## src/source/cart_pkg.sv

```systemverilog
`default_nettype none

package cart_pkg;

    // bit 15 of a memory address splits PRG space (clear) from CHR space (set)
    localparam int mem_addr_bits = 16;
    localparam int chr_bank_bits = 2;

    typedef enum logic [0:0] {
        op_write  = 1'b0,
        op_config = 1'b1
    } host_op_t;

    typedef struct packed {
        logic                     loading;
        logic                     mirroring;
        logic [chr_bank_bits-1:0] chr_bank;
    } cart_cfg_t;

    typedef struct packed {
        host_op_t                 op;
        logic [6:0]               spare;
        logic [mem_addr_bits-1:0] addr;
        logic [7:0]               data;
    } host_write_t;

    typedef struct packed {
        host_op_t    op;
        logic [26:0] spare;
        cart_cfg_t   cfg;
    } host_config_t;

    // the op bit is the top bit in both views
    typedef union packed {
        host_write_t  wr;
        host_config_t conf;
    } host_cmd_u;

    typedef struct packed {
        logic                     req;
        logic                     we;
        logic [mem_addr_bits-1:0] addr;
        logic [7:0]               wdata;
    } mem_req_t;

endpackage

`default_nettype wire

```

## src/source/host_loader.sv

```systemverilog
`timescale 1ns/1ps
`default_nettype none

module host_loader (
    input  wire logic                 clk,
    input  wire logic                 arst_n,
    input  wire logic                 host_valid,
    input  wire cart_pkg::host_cmd_u  host_word,
    input  wire logic                 grant,
    output cart_pkg::mem_req_t        req,
    output cart_pkg::cart_cfg_t       cfg
);

    logic                               write_pending;
    logic [cart_pkg::mem_addr_bits-1:0] write_addr;
    logic [7:0]                         write_data;
    logic                               accept;
    logic                               is_write;

    // words that arrive while a write waits for its grant are lost
    assign accept   = host_valid && !write_pending;
    assign is_write = host_word.wr.op == cart_pkg::op_write;

    always_ff @(posedge clk or negedge arst_n) begin
        if (!arst_n) begin
            write_pending <= 1'b0;
            cfg.loading   <= 1'b1;
            cfg.mirroring <= 1'b0;
            cfg.chr_bank  <= '0;
        end else begin
            if (grant) begin
                write_pending <= 1'b0;
            end
            if (accept) begin
                if (is_write) begin
                    write_pending <= 1'b1;
                end else begin
                    cfg <= host_word.conf.cfg;
                end
            end
        end
    end

    always_ff @(posedge clk) begin
        if (accept && is_write) begin
            write_addr <= host_word.wr.addr;
            write_data <= host_word.wr.data;
        end
    end

    // a host write is done once granted, nothing comes back
    always_comb begin
        req.req   = write_pending;
        req.we    = 1'b1;
        req.addr  = write_addr;
        req.wdata = write_data;
    end

endmodule

`default_nettype wire

```

## config.mk

```make
export PLATFORM = sky130hd
export DESIGN_NAME = host_loader
export DESIGN_NICKNAME = d
export VERILOG_FILES = /design/src/source/cart_pkg.sv /design/src/source/host_loader.sv
export SDC_FILE = /design/constraint.sdc
export NUM_CORES = 1
export LEC_CHECK = 0
export ABC_AREA = 1
export CORE_MARGIN = 2
export CORE_UTILIZATION = 24
export CTS_BUF_LIST = sky130_fd_sc_hd__clkbuf_8 sky130_fd_sc_hd__clkbuf_16
export DETAILED_ROUTE_END_ITERATION = 6
export DONT_BUFFER_PORTS = 1
export HOLD_SLACK_MARGIN = 0.1
export MAX_ROUTING_LAYER = met4
export PLACE_DENSITY = 0.49
export SYNTH_ARGS = -nofsm -noshare
export SYNTH_HDL_FRONTEND = slang
export SYNTH_SLANG_ARGS = --single-unit
```

## constraint.sdc

```tcl
create_clock -name clk -period 5.1 [get_ports clk]
set_input_delay 0.765 -clock clk [delete_from_list [all_inputs] [get_ports clk]]
set_output_delay 0.765 -clock clk [all_outputs]
set_load 0.02 [all_outputs]
```

==> flow_metrics.py <==
metrics = {
    "clock_network": {
        "cts_buffer_depth": 2,
        "cts_made_buffers": 5,
        "root_buffer": "clkbuf_8",
        "hold_buffers": 0,
        "htreeDepth": 2,
        "cts_tree": "done",
        "cts_resized": 0,
        "postCtsSetupRepairBufs": 0,
        "clock_latency_ns": 0.27,
        "cts_sinks": 29,
        "clk_pin_slew_worst_paths_ns": 0.06,
    },
    "timing": {
        "fin_setup_tns_ns": 0,
        "hold_violations": 0,
        "slew_violations": 0,
        "fin_crit_ns": 1.99,
        "finalCritPeriodShare_pct": 39.1,
        "maxSlewHeadroom_pct": 25.1,
        "rsz0062_at_grt": "no",
        "whs_ns": 0.183,
        "worst-slew-pin-transition_ns": 1.12,
        "finalClockSkew_ns": 0.00107,
        "setup_viol_count_final": 0,
        "max_freq_mhz": 502,
        "worst_slack_ns": 3.11,
    },
    "floorplanning": {
        "fp.dieW_um": 67.1,
        "die_h_um": 67.1,
        "die_area_um2": 4500,
        "initial_utilization_pct": 25.5,
        "io_pins": 66,
        "rows": 22,
        "core_area_um2": 3740,
    },
    "worst_setup_path": {
        "crit_buf_inv": 1,
        "slowest_stage": "nor2_2",
        "required_ns": 4.99,
        "slowest_delay_ns": 0.85,
        "path_max_fanout": 24,
        "path_cells": "inv_1, nand2_1, nor2_2",
        "critPathCaptureType": "flop",
        "cp-start-kind": "flop",
        "crit_family": "simple AND/OR/NAND/NOR gates",
        "cp.arrival_ns": 1.88,
        "crit_type": "flop to flop",
    },
    "logic_synthesis": {
        "synth_top_area_share_pct": 75.5,
        "yosysTopAreaCell": "edfxtp_1",
        "synth_seq_cells": 29,
        "syn_area_um2": 955,
        "yosys_warnings": 0,
        "syn_nets": 87,
        "synthDistinctLibCells": 11,
        "synthCells": 51,
        "synth_area_leaders": "edfxtp_1 75%, dfrtp_1 10%, nand2_1 3.9%, dfstp_2 2.8%, nand4_1 2.6%",
        "synth_area_per_cell_um2": 18.7,
        "ys_seq_area_share_pct": 88.7,
    },
    "cells_and_area": {
        "final_common_cell": "edfxtp_1",
        "fillers": 390,
        "mostFrequentLayoutCells": "24 x edfxtp_1, 10 x nand2_1, 5 x clkbuf_8",
        "syn_to_final_growth_pct": 13.6,
        "diodes": 0,
        "nets": 92,
        "drive_above_1_share_pct": 17.5,
    },
    "placement": {
        "dp.final_hpwl_mm": 1.36,
        "gp_congestion": 0.804,
        "port-buffer-count": 0,
        "post-place-ws_ns": 2.96,
    },
    "global_route": {
        "grt_overflow": 0,
        "use_met2_pct": 12.9,
        "grt_pass1_wl_mm": 2.44,
        "grtUsageMet1_pct": 6.82,
        "grt_max_degree": 25,
        "grt_pass1_vias": 454,
        "grt_usage_pct": 8.79,
        "busiest_layer": "met2",
        "grt_antenna_before_repair": 0,
        "grt_use_met3_pct": 8.11,
    },
    "pwr": {
        "total_power_mw": 0.491,
        "ir_worst_vdd_mv": 0.0903,
        "switchingPower_mw": 0.118,
        "powerDensity_nw_per_um2": 453,
        "switching_share_pct": 24.1,
        "pwr-share-comb_pct": 3.0,
        "p_leak_nw": 0.388,
        "p_int_mw": 0.373,
        "power.share.clock_pct": 35.0,
        "seqPwrFrac_pct": 62.1,
    },
    "detailed_routing": {
        "viasPerCell": 4.17,
        "routed_wl_mm": 1.79,
        "remaining_drc_errors": 0,
        "drtAntennaViolNets": 0,
        "initialDrtViolationCount": 53,
        "wl_per_cell_um": 17.0,
        "route.vias.total": 438,
        "firstDrtPassIters": 4,
    },
    "run": {
        "cap_violations": 0,
    },
    "min_path": {
        "worstHoldPathType": "primary input to asynchronous set/reset pin",
    },
    "outcome": {
        "status": "complete, no violations",
    },
}
-- registers in the layout (all words and copies together) (netlist names) --
name,flops
write_addr,16
write_pending,1
cfg,4
write_data,8
-- synthesized netlist by cell type --
master / instances
edfxtp_1: 24
nand2_1: 10
dfrtp_1: 4
nand4_1: 4
buf_4: 2
inv_1: 2
conb_1: 1
dfstp_2: 1
nand3_2: 1
nor2_1: 1
o21ai_0: 1
-- metrics by stage --
| step | instance area [um^2] | util [%] | instances |
|---|---|---|---|
| 2_1_floorplan | 955 | - | 51 |
| 3_5_place_dp | 1000 | 26.8 | 97 |
| 6_report | 1080 | 29.0 | 105 |
| 5_1_grt | 1080 | 29.0 | 105 |
| 4_1_cts | 1080 | 29.0 | 105 |
| 3_3_place_gp | 1000 | 26.8 | 97 |
-- kinds of logic after synthesis --
logic type | after synthesis | share of synthesized area, %
DFF | 29 | 88.7
buffers and inverters | 4 | 2.36
other | 1 | 0.393
and+or+nand+nor | 16 | 7.99
AOI/OAI and AO/OA | 1 | 0.524
-- final timing paths --
check / from / end / slack (ns) / cells past startpoint
setup / recovery: write_pending / write_addr[5] / 3.11 / 3
hold / removal: arst_n / cfg[0] / 0.18 / 0
setup reg to reg: write_pending / write_addr[5] / 3.11 / 3
hold reg to reg: cfg[3] / cfg[3] / 0.53 / 2
max in group asynchronous: arst_n / cfg[3] / 4.75 / 0
min in group clk: cfg[3] / cfg[3] / 0.53 / 2
-- power by group through the flow --
stage | logic, mW | clock network [mW] | registers (mW)
detailed placement | 0.0150 | 0 | 0.310
floorplan | 0.0151 | 0 | 0.305
finish | 0.0145 | 0.172 | 0.305
global placement | 0.0142 | 0 | 0.310
CTS | 0.0151 | 0.179 | 0.306
global route | 0.0174 | 0.194 | 0.307
-- metal layers --
layer,up-vias,part of all wire [%]
met2,42,48
li1,191,-
met1,202,33
met5,-,0
met3,3,18
met4,0,1.5
-- layout make-up --
cell class | count | area (um^2) | share of cell area (%)
clock inverters | 3 | 13.8 | 1.27
flip-flops and latches | 29 | 847 | 78.1
inverters | 2 | 7.51 | 0.692
clock buffers | 5 | 68.8 | 6.34
multi-input cells | 18 | 87.6 | 8.07
well taps | 48 | 60.1 | 5.54
No activity file was read; power rests on OpenSTA's default activity.
